`src/logic/icache_pkg.sv`:
```
// instruction cache package
// geometry of the 2-way, 8-set, 32-byte-line cache,
// address split types and the control/datapath structs
package icache_pkg;

    // byte offset inside a line
    localparam int offset_bits = 5;
    // set index
    localparam int index_bits = 3;
    // everything above index and offset
    localparam int tag_bits = 32 - index_bits - offset_bits;
    localparam int num_sets = 2 ** index_bits;
    localparam int line_bits = 8 * (2 ** offset_bits);

    typedef logic [31:0] word_t;
    typedef logic [line_bits-1:0] line_t;
    typedef logic [tag_bits-1:0] tag_t;
    typedef logic [index_bits-1:0] index_t;
    typedef logic [offset_bits-1:0] offset_t;

    // byte address split into its cache fields
    typedef struct packed {
        tag_t    tag;
        index_t  index;
        offset_t offset;
    } addr_t;

    // where a line written into the arrays comes from
    typedef enum logic {
        fill_mem  = 1'b0,
        fill_pbuf = 1'b1
    } fill_src_t;

    // commands from control to datapath
    typedef struct packed {
        logic      load_way;
        fill_src_t fill_src;
        logic      load_pbuf;
        logic      load_lru;
        logic      use_next;
        logic      clear_pbuf;
        logic      save_addr;
    } ctrl_t;

    // status from datapath to control
    typedef struct packed {
        logic array_hit;
        logic pbuf_hit;
        logic pbuf_valid;
        logic next_present;
    } stat_t;

endpackage

```
`src/logic/icache.sv`:
```
// read-only instruction cache with next-line prefetch
// cpu word port on one side, line memory port on the other
`timescale 1ns/1ps

module icache (
    input  logic              clk,
    input  logic              rst_n,
    // cpu side
    input  logic              mem_read,
    input  icache_pkg::word_t mem_address,
    output logic              mem_resp,
    output icache_pkg::word_t mem_rdata,
    // line memory side
    output logic              pmem_read,
    output icache_pkg::word_t pmem_address,
    input  icache_pkg::line_t pmem_rdata,
    input  logic              pmem_resp
);
    import icache_pkg::*;

    // control to datapath
    ctrl_t ctrl;
    // datapath to control
    stat_t stat;

    icache_control control (
        .clk       (clk),
        .rst_n     (rst_n),
        .mem_read  (mem_read),
        .mem_resp  (mem_resp),
        .pmem_read (pmem_read),
        .pmem_resp (pmem_resp),
        .stat      (stat),
        .ctrl      (ctrl)
    );

    icache_datapath datapath (
        .clk          (clk),
        .rst_n        (rst_n),
        .ctrl         (ctrl),
        .stat         (stat),
        .mem_address  (mem_address),
        .mem_rdata    (mem_rdata),
        .pmem_rdata   (pmem_rdata),
        .pmem_address (pmem_address)
    );

endmodule

```
`src/logic/icache_control.sv`:
```
// instruction cache control
// FSM that sequences lookup, demand fill, buffer promotion and
// the single next-line prefetch after a demand miss
`timescale 1ns/1ps

module icache_control (
    input  logic              clk,
    input  logic              rst_n,
    input  logic              mem_read,
    output logic              mem_resp,
    output logic              pmem_read,
    input  logic              pmem_resp,
    input  icache_pkg::stat_t stat,
    output icache_pkg::ctrl_t ctrl
);
    import icache_pkg::*;

    typedef enum logic [2:0] {
        st_idle,
        st_lookup,
        st_fill,
        st_promote,
        st_respond,
        st_prefetch
    } state_t;

    state_t state_q;
    state_t state_d;

    always_ff @(posedge clk or negedge rst_n) begin
        if (!rst_n) begin
            state_q <= st_idle;
        end else begin
            state_q <= state_d;
        end
    end

    always_comb begin
        state_d   = state_q;
        ctrl      = '0;
        mem_resp  = 1'b0;
        pmem_read = 1'b0;

        case (state_q)
            // wait for a cpu request
            st_idle: begin
                if (mem_read) begin
                    state_d = st_lookup;
                end
            end

            // arrays first, then the prefetch buffer
            st_lookup: begin
                if (stat.array_hit) begin
                    // one cycle hit
                    mem_resp      = 1'b1;
                    ctrl.load_lru = 1'b1;
                    state_d       = st_idle;
                end else if (stat.pbuf_valid && stat.pbuf_hit) begin
                    state_d = st_promote;
                end else begin
                    state_d = st_fill;
                end
            end

            // demand line fill, held until memory answers
            st_fill: begin
                pmem_read = 1'b1;
                if (pmem_resp) begin
                    ctrl.load_way = 1'b1;
                    ctrl.fill_src = fill_mem;
                    state_d       = st_respond;
                end
            end

            // buffer line moves into the LRU way
            // word is taken from the buffer in the same cycle
            st_promote: begin
                ctrl.load_way   = 1'b1;
                ctrl.fill_src   = fill_pbuf;
                ctrl.load_lru   = 1'b1;
                ctrl.clear_pbuf = 1'b1;
                mem_resp        = 1'b1;
                state_d         = st_idle;
            end

            // line is in the arrays now
            st_respond: begin
                mem_resp       = 1'b1;
                ctrl.load_lru  = 1'b1;
                // address still held by the cpu this cycle
                ctrl.save_addr = 1'b1;
                if (stat.next_present) begin
                    state_d = st_idle;
                end else begin
                    state_d = st_prefetch;
                end
            end

            // next line into the buffer, new requests wait in idle
            st_prefetch: begin
                pmem_read     = 1'b1;
                ctrl.use_next = 1'b1;
                if (pmem_resp) begin
                    ctrl.load_pbuf = 1'b1;
                    state_d        = st_idle;
                end
            end

            default: begin
                state_d = st_idle;
            end
        endcase
    end

endmodule

```
`src/logic/icache_datapath.sv`:
```
// instruction cache datapath
// two ways of tag, valid and line storage, one LRU bit per set and a
// one-line prefetch buffer; does hit detection, word select and forms
// the demand or next-line memory address
`timescale 1ns/1ps

module icache_datapath (
    input  logic              clk,
    input  logic              rst_n,
    input  icache_pkg::ctrl_t ctrl,
    output icache_pkg::stat_t stat,
    input  icache_pkg::word_t mem_address,
    output icache_pkg::word_t mem_rdata,
    input  icache_pkg::line_t pmem_rdata,
    output icache_pkg::word_t pmem_address
);
    import icache_pkg::*;

    // way storage
    tag_t                tag_q   [2][num_sets];
    line_t               data_q  [2][num_sets];
    logic [num_sets-1:0] valid_q [2];
    // per set, the way to replace next
    logic [num_sets-1:0] lru_q;

    // prefetch buffer
    line_t  pbuf_line_q;
    tag_t   pbuf_tag_q;
    index_t pbuf_index_q;
    logic   pbuf_valid_q;

    // next-line address saved for the prefetch request
    addr_t next_q;

    addr_t                           req;
    addr_t                           next_addr;
    logic [tag_bits+index_bits-1:0]  next_line_num;
    logic                            hit0;
    logic                            hit1;
    logic                            array_hit;
    logic                            pbuf_match;
    logic                            next_in_ways;
    logic                            next_in_pbuf;
    logic                            victim;
    logic                            used_way;
    line_t                           hit_line;
    line_t                           fill_line;
    line_t                           src_line;
    logic [offset_bits-3:0]          word_sel;

    assign req = addr_t'(mem_address);

    // tag compare against both ways
    assign hit0 = valid_q[0][req.index] && (tag_q[0][req.index] == req.tag);
    assign hit1 = valid_q[1][req.index] && (tag_q[1][req.index] == req.tag);
    assign array_hit = hit0 || hit1;

    // raw match on the buffer, control qualifies it with pbuf_valid
    assign pbuf_match = (pbuf_tag_q == req.tag) && (pbuf_index_q == req.index);

    // line following the request, wraps into the next tag
    assign next_line_num = {req.tag, req.index} + 1'b1;
    assign next_addr = {next_line_num, offset_t'(0)};

    assign next_in_ways =
        (valid_q[0][next_addr.index] && (tag_q[0][next_addr.index] == next_addr.tag)) ||
        (valid_q[1][next_addr.index] && (tag_q[1][next_addr.index] == next_addr.tag));
    assign next_in_pbuf = pbuf_valid_q &&
        (pbuf_tag_q == next_addr.tag) && (pbuf_index_q == next_addr.index);

    always_comb begin
        stat.array_hit    = array_hit;
        stat.pbuf_hit     = pbuf_match;
        stat.pbuf_valid   = pbuf_valid_q;
        stat.next_present = next_in_ways || next_in_pbuf;
    end

    // fills always go to the LRU way
    assign victim = lru_q[req.index];
    // way touched by this access, hit way if there is one
    assign used_way = array_hit ? hit1 : victim;

    assign fill_line = (ctrl.fill_src == fill_pbuf) ? pbuf_line_q : pmem_rdata;
    assign hit_line  = hit1 ? data_q[1][req.index] : data_q[0][req.index];

    // during a promote the arrays miss, so the word comes from the fill line
    assign src_line = array_hit ? hit_line : fill_line;
    assign word_sel = req.offset[offset_bits-1:2];
    assign mem_rdata = src_line[32*word_sel +: 32];

    // line-aligned request, demand or next line
    always_comb begin
        if (ctrl.use_next) begin
            pmem_address = word_t'({next_q.tag, next_q.index, offset_t'(0)});
        end else begin
            pmem_address = word_t'({req.tag, req.index, offset_t'(0)});
        end
    end

    // tag and line storage, no reset
    always_ff @(posedge clk) begin
        if (ctrl.load_way) begin
            tag_q[victim][req.index]  <= req.tag;
            data_q[victim][req.index] <= fill_line;
        end
    end

    // valid and LRU state
    always_ff @(posedge clk or negedge rst_n) begin
        if (!rst_n) begin
            valid_q[0] <= '0;
            valid_q[1] <= '0;
            lru_q      <= '0;
        end else begin
            if (ctrl.load_way) begin
                valid_q[victim][req.index] <= 1'b1;
            end
            // other way becomes the replacement candidate
            if (ctrl.load_lru) begin
                lru_q[req.index] <= ~used_way;
            end
        end
    end

    // buffer valid flag
    always_ff @(posedge clk or negedge rst_n) begin
        if (!rst_n) begin
            pbuf_valid_q <= 1'b0;
        end else if (ctrl.load_pbuf) begin
            pbuf_valid_q <= 1'b1;
        end else if (ctrl.clear_pbuf) begin
            pbuf_valid_q <= 1'b0;
        end
    end

    // buffer payload and saved next-line address
    always_ff @(posedge clk) begin
        if (ctrl.save_addr) begin
            next_q <= next_addr;
        end
        if (ctrl.load_pbuf) begin
            pbuf_line_q  <= pmem_rdata;
            pbuf_tag_q   <= next_q.tag;
            pbuf_index_q <= next_q.index;
        end
    end

endmodule

```
`config.mk`:
```
export PLATFORM = sky130hd
export DESIGN_NAME = icache
export DESIGN_NICKNAME = d
export VERILOG_FILES = /design/src/logic/icache_pkg.sv /design/src/logic/icache.sv /design/src/logic/icache_control.sv /design/src/logic/icache_datapath.sv
export SDC_FILE = /design/constraint.sdc
export NUM_CORES = 2
export LEC_CHECK = 0
export ABC_AREA = 1
export BUFFER_PORTS_ARGS = -buffer_cell sky130_fd_sc_hd__buf_4
export CAP_MARGIN = 0
export CORE_AREA = 2 2 694 696
export DETAILED_ROUTE_END_ITERATION = 6
export DIE_AREA = 0 0 696 698
export MAX_ROUTING_LAYER = met4
export PLACE_DENSITY_LB_ADDON = 0.1
export SLEW_MARGIN = 20
export SYNTH_ARGS = -nofsm -noshare
export SYNTH_HDL_FRONTEND = slang
export SYNTH_MEMORY_MAX_BITS = 65536
export SYNTH_SLANG_ARGS = --single-unit
```
`constraint.sdc`:
```
create_clock -name clk -period 29.2 [get_ports clk]
set_input_delay 2.92 -clock clk [delete_from_list [all_inputs] [get_ports clk]]
set_output_delay 2.92 -clock clk [all_outputs]
set_load 0.01 [all_outputs]
```
==> impl_metrics.xml <==
<?xml version="1.0" encoding="UTF-8"?>
<metrics>
  <group name="logic_synthesis">
    <metric name="synth_enable_flop_cells" unit="">4790</metric>
    <metric name="post_synth_instance_area" unit="µm²">191000</metric>
    <metric name="ys_types" unit="">47</metric>
    <metric name="post-synth-top-area-fraction" unit="%">75.3</metric>
    <metric name="postSynthCellCount" unit="">14200</metric>
    <metric name="netlist_top_cells_area" unit="">sky130_fd_sc_hd__edfxtp_1, sky130_fd_sc_hd__nand2_1, sky130_fd_sc_hd__nand3_1, sky130_fd_sc_hd__a22oi_1, sky130_fd_sc_hd__a221oi_1</metric>
    <metric name="post-synth-top-area-cell" unit="">sky130_fd_sc_hd__edfxtp_1</metric>
    <metric name="synth_ff_type" unit="">sky130_fd_sc_hd__edfxtp_1</metric>
    <metric name="ys_seq_elements" unit="">4818</metric>
    <metric name="mean_post_synth_cell_area" unit="µm²">13.4</metric>
    <metric name="ys_async_sr_fraction" unit="%">0.581</metric>
    <metric name="synth-seq-area-share" unit="%">75.7</metric>
    <metric name="ys_warns" unit="">0</metric>
  </group>
  <group name="sta">
    <metric name="report.final.setup_viol" unit="">0</metric>
    <metric name="timing_max_transition_violations_final" unit="">0</metric>
    <metric name="max_freq" unit="MHz">67.3</metric>
    <metric name="rsz0062_at_grt" unit="">false</metric>
    <metric name="report.final.hold_viol_count" unit="">0</metric>
    <metric name="final_period_minus_worst_setup_slack" unit="ns">14.85</metric>
    <metric name="timing_worst_slew_pin_value" unit="ns">1.24</metric>
    <metric name="skew" unit="ns">0.0644</metric>
    <metric name="relSlewSlack" unit="%">16.2</metric>
    <metric name="fin_crit_sh" unit="%">50.9</metric>
    <metric name="sum_neg_setup_slack" unit="ns">0</metric>
  </group>
  <group name="route">
    <metric name="aggregate_routed_wire_length" unit="mm">677</metric>
    <metric name="drt_drc_violations_left" unit="">0</metric>
    <metric name="vias" unit="">124000</metric>
    <metric name="avgRoutedWirePerCell" unit="µm">31.7</metric>
    <metric name="viasPerCell" unit="">5.79</metric>
    <metric name="drt.antenna.violating_nets" unit="">0</metric>
    <metric name="drt_pass1_iterations" unit="">6</metric>
    <metric name="drt_iter0_markers" unit="">13300</metric>
  </group>
  <group name="setup_path">
    <metric name="r2r-start" unit="">control.state_q[2]</metric>
    <metric name="timing.reg2reg.setup_slack" unit="ns">23.02</metric>
    <metric name="ff2ff_path_depth" unit="">9</metric>
    <metric name="critical_path.startpoint_type" unit="">input port</metric>
    <metric name="rr_endpoint" unit="">datapath.data_q[0][651]</metric>
    <metric name="crit_path_max_fanout" unit="">41</metric>
    <metric name="timing_worst_setup_path_type" unit="">in2out</metric>
    <metric name="arrival" unit="ns">11.93</metric>
    <metric name="worst_setup_path_end_kind" unit="">output port</metric>
    <metric name="required" unit="ns">26.28</metric>
  </group>
  <group name="clocking">
    <metric name="postCtsResizedCells" unit="">0</metric>
    <metric name="tritoncts_clock_tree" unit="">yes</metric>
    <metric name="clkLatencyLatePin" unit="ns">1.10</metric>
    <metric name="hold_buffers" unit="">0</metric>
    <metric name="htree_levels" unit="">6</metric>
    <metric name="cts-root-to-sink-buffers" unit="">4</metric>
    <metric name="cts_post_setup_buffers_inserted" unit="">0</metric>
    <metric name="path_clk_slew" unit="ns">0.05</metric>
    <metric name="tritoncts_num_sinks" unit="">4818</metric>
    <metric name="root_buffer" unit="">sky130_fd_sc_hd__clkbuf_16</metric>
    <metric name="cts_made_buffers" unit="">539</metric>
  </group>
  <group name="placement">
    <metric name="post_dp_cell_area" unit="µm²">201000</metric>
    <metric name="placed_cells" unit="">20400</metric>
    <metric name="gpl.final_weighted_congestion" unit="">0.851</metric>
    <metric name="post-dp-hpwl" unit="mm">366</metric>
    <metric name="port_buffers" unit="">350</metric>
  </group>
  <group name="pwr">
    <metric name="leakage" unit="nW">74.6</metric>
    <metric name="netSwitchingPower" unit="mW">4.22</metric>
    <metric name="power-per-cell-area" unit="nW/µm²">75.3</metric>
    <metric name="combPwrFrac" unit="%">10.5</metric>
    <metric name="power.switching_fraction" unit="%">25.7</metric>
    <metric name="power_report.internal_total" unit="mW">12.2</metric>
    <metric name="design_power_total" unit="mW">16.4</metric>
    <metric name="power.ir.vdd_worst" unit="mV">0.0698</metric>
    <metric name="p_clk_share" unit="%">39.6</metric>
    <metric name="power_frac_seq" unit="%">49.9</metric>
  </group>
  <group name="finish">
    <metric name="final_core_util" unit="%">45.6</metric>
    <metric name="post_layout_nonfiller_instances" unit="">21400</metric>
    <metric name="drive_gt1_share" unit="%">11.3</metric>
    <metric name="finalInstanceArea" unit="µm²">218000</metric>
    <metric name="nets" unit="">14900</metric>
    <metric name="syn2layout_area_growth" unit="%">14.1</metric>
  </group>
  <group name="worst_hold_path">
    <metric name="worstHoldPathCells" unit="">0</metric>
    <metric name="hold-path-endpoint" unit="">datapath.pbuf_tag_q[19]</metric>
    <metric name="timing.hold.worst.class" unit="">reg2reg</metric>
    <metric name="worstHoldStart" unit="">datapath.next_q[27]</metric>
  </group>
  <group name="floorplanning">
    <metric name="dieHeight" unit="µm">698</metric>
    <metric name="die_ar" unit="µm²">486000</metric>
    <metric name="start_util" unit="%">40.0</metric>
    <metric name="std_cell_rows" unit="">254</metric>
    <metric name="dieWidth" unit="µm">696</metric>
    <metric name="design.core.area" unit="µm²">478000</metric>
    <metric name="number_of_top_level_design_ports" unit="">358</metric>
  </group>
  <group name="global_route">
    <metric name="grt_antenna_before_repair" unit="">31</metric>
    <metric name="wire_length_of_the_first_global_routing_pass" unit="mm">939</metric>
    <metric name="groute.usage.overall" unit="%">28.0</metric>
    <metric name="grt_pass1_vias" unit="">118000</metric>
    <metric name="grt_start_max_net_pins" unit="">235</metric>
    <metric name="overflow" unit="">0</metric>
  </group>
  <group name="run_status">
    <metric name="status" unit="">complete, no violations</metric>
  </group>
  <group name="run">
    <metric name="drv.max_cap_violation_count" unit="">0</metric>
  </group>
</metrics>
[synth_stat cells (29+ instances only)]
cell type,count
sky130_fd_sc_hd__or2_2,276
sky130_fd_sc_hd__a221oi_1,484
sky130_fd_sc_hd__clkbuf_1,585
sky130_fd_sc_hd__a22o_1,165
sky130_fd_sc_hd__nand2_1,3346
sky130_fd_sc_hd__a22oi_1,629
sky130_fd_sc_hd__edfxtp_1,4790
sky130_fd_sc_hd__a21oi_1,157
sky130_fd_sc_hd__nand3_1,1269
sky130_fd_sc_hd__buf_2,156
sky130_fd_sc_hd__o211ai_1,42
sky130_fd_sc_hd__nor3_1,29
sky130_fd_sc_hd__inv_1,696
sky130_fd_sc_hd__o21ai_0,601
sky130_fd_sc_hd__nand4_1,433
sky130_fd_sc_hd__xor2_1,36
sky130_fd_sc_hd__buf_1,118
sky130_fd_sc_hd__nor2_1,244
[power groups by stage]
stage	sequential, mW	combinational (mW)	clock [mW]
finish	8.19	1.72	6.50
global route	8.21	1.84	6.85
CTS	8.19	1.72	6.58
detailed placement	8.34	1.72	0
global placement	8.33	1.71	0
floorplan	8.40	0.847	0
[worst max path at each step]
stage / start / endpoint / cells past startpoint
after floorplan: mem_address[7] / datapath.valid_q[0] / 11
after global routing: mem_address[6] / mem_rdata[1] / 24
final: mem_address[6] / mem_rdata[1] / 24
after detailed placement: mem_address[6] / mem_rdata[1] / 24
after global placement: mem_address[6] / mem_rdata[1] / 24
after CTS: mem_address[6] / mem_rdata[1] / 24
[flip-flops by register name, summed over array words and instances (netlist names)]
name	count
control.state_q	3
datapath.next_q	27
datapath.pbuf_valid_q	1
datapath.tag_q	384
datapath.pbuf_index_q	3
datapath.pbuf_tag_q	24
datapath.pbuf_line_q	256
datapath.lru_q	8
datapath.data_q	4096
datapath.valid_q	16
[layout by cell type, fill, tap and decap left out, drive strengths merged]
| cell type | synthesis | routed |
|---|---|---|
| a211oi | 1 | 1 |
| a21oi | 157 | 157 |
| a221oi | 484 | 484 |
| a22o | 165 | 165 |
| a22oi | 629 | 629 |
| a31oi | 5 | 5 |
| a32o | 4 | 4 |
| a32oi | 4 | 4 |
| and3 | 2 | 2 |
| buf | 285 | 652 |
| bufinv | 0 | 25 |
| clkbuf | 585 | 685 |
| clkinv | 4 | 206 |
| clkinvlp | 0 | 8 |
| conb | 1 | 5 |
| dfrtp | 28 | 28 |
| diode | 0 | 13 |
| edfxtp | 4790 | 4790 |
| ha | 1 | 1 |
| inv | 705 | 731 |
| mux2i | 3 | 3 |
| nand2 | 3349 | 3349 |
| nand3 | 1270 | 1270 |
| nand3b | 9 | 9 |
| nand4 | 433 | 433 |
| nor2 | 251 | 251 |
| nor3 | 29 | 29 |
| nor3b | 1 | 1 |
| nor4 | 4 | 4 |
| o2111ai | 1 | 1 |
| o211ai | 42 | 42 |
| o21a | 2 | 2 |
| o21ai | 618 | 618 |
| o221ai | 4 | 4 |
| o22a | 1 | 1 |
| o22ai | 13 | 13 |
| o2bb2ai | 17 | 17 |
| or2 | 284 | 284 |
| xnor2 | 23 | 23 |
| xor2 | 36 | 36 |
[layout make-up]
cell class                 instances  area (µm²)
antenna                           13        32.5
multi-input combinational       7847       40500
clock buffer                     685       14300
sequential                      4818      145000
inverter                         709        2720
clock inverter                   261        2270
fill                           43000      260000
tap                             6400        8010
timing repair buffer             652        5450
[critical path: stages]
cell,delay [ns]
sky130_fd_sc_hd__buf_4,0.38
sky130_fd_sc_hd__buf_4,0.64
sky130_fd_sc_hd__nand2_1,0.52
sky130_fd_sc_hd__nor2_4,0.62
sky130_fd_sc_hd__buf_4,0.69
sky130_fd_sc_hd__nand2_1,0.10
sky130_fd_sc_hd__nand2_1,0.09
sky130_fd_sc_hd__nor2_1,0.07
sky130_fd_sc_hd__nand3_1,0.12
sky130_fd_sc_hd__nand2_1,0.07
sky130_fd_sc_hd__nor2_1,0.09
sky130_fd_sc_hd__nand2_1,0.12
sky130_fd_sc_hd__nor2_1,0.35
sky130_fd_sc_hd__nand3_4,0.72
sky130_fd_sc_hd__nand2_8,0.63
sky130_fd_sc_hd__buf_4,0.63
sky130_fd_sc_hd__buf_4,0.68
sky130_fd_sc_hd__buf_4,0.46
sky130_fd_sc_hd__nand3_1,0.27
sky130_fd_sc_hd__nand3_1,0.32
sky130_fd_sc_hd__nand3_1,0.38
sky130_fd_sc_hd__nand3_1,0.21
sky130_fd_sc_hd__nand2_1,0.32
sky130_fd_sc_hd__buf_4,0.28
[through the flow]
stage | hold slack, ns | worst slack (ns)
floorplan | 0.427 | 11.69
global placement | 0.428 | 14.49
detailed placement | 0.432 | 14.47
CTS | 0.443 | 14.48
global route | 0.449 | 14.29
finish | 0.444 | 14.35
[per-layer routing]
metal  up-vias  GRT usage (%)  wire length (µm)
met5         -              -                 0
met4         0           8.20             22300
met3       879           3.52             47500
met2      4882           44.3            320000
met1     64500           37.9            287000
li1      53600              -                 -
[kinds of logic after synthesis]
logic type	Yosys count	synth area share (%)
xor gates and xnor gates	59	0.271
DFF	4818	75.7
adders and majority gates	1	0.00655
AOI/OAI and AO/OA	2147	7.86
buffers and inverters	1579	3.23
other	1	0.00196
and+or+nand+nor	5632	12.9
muxes	3	0.0157
(Power assumes the default switching activity.)
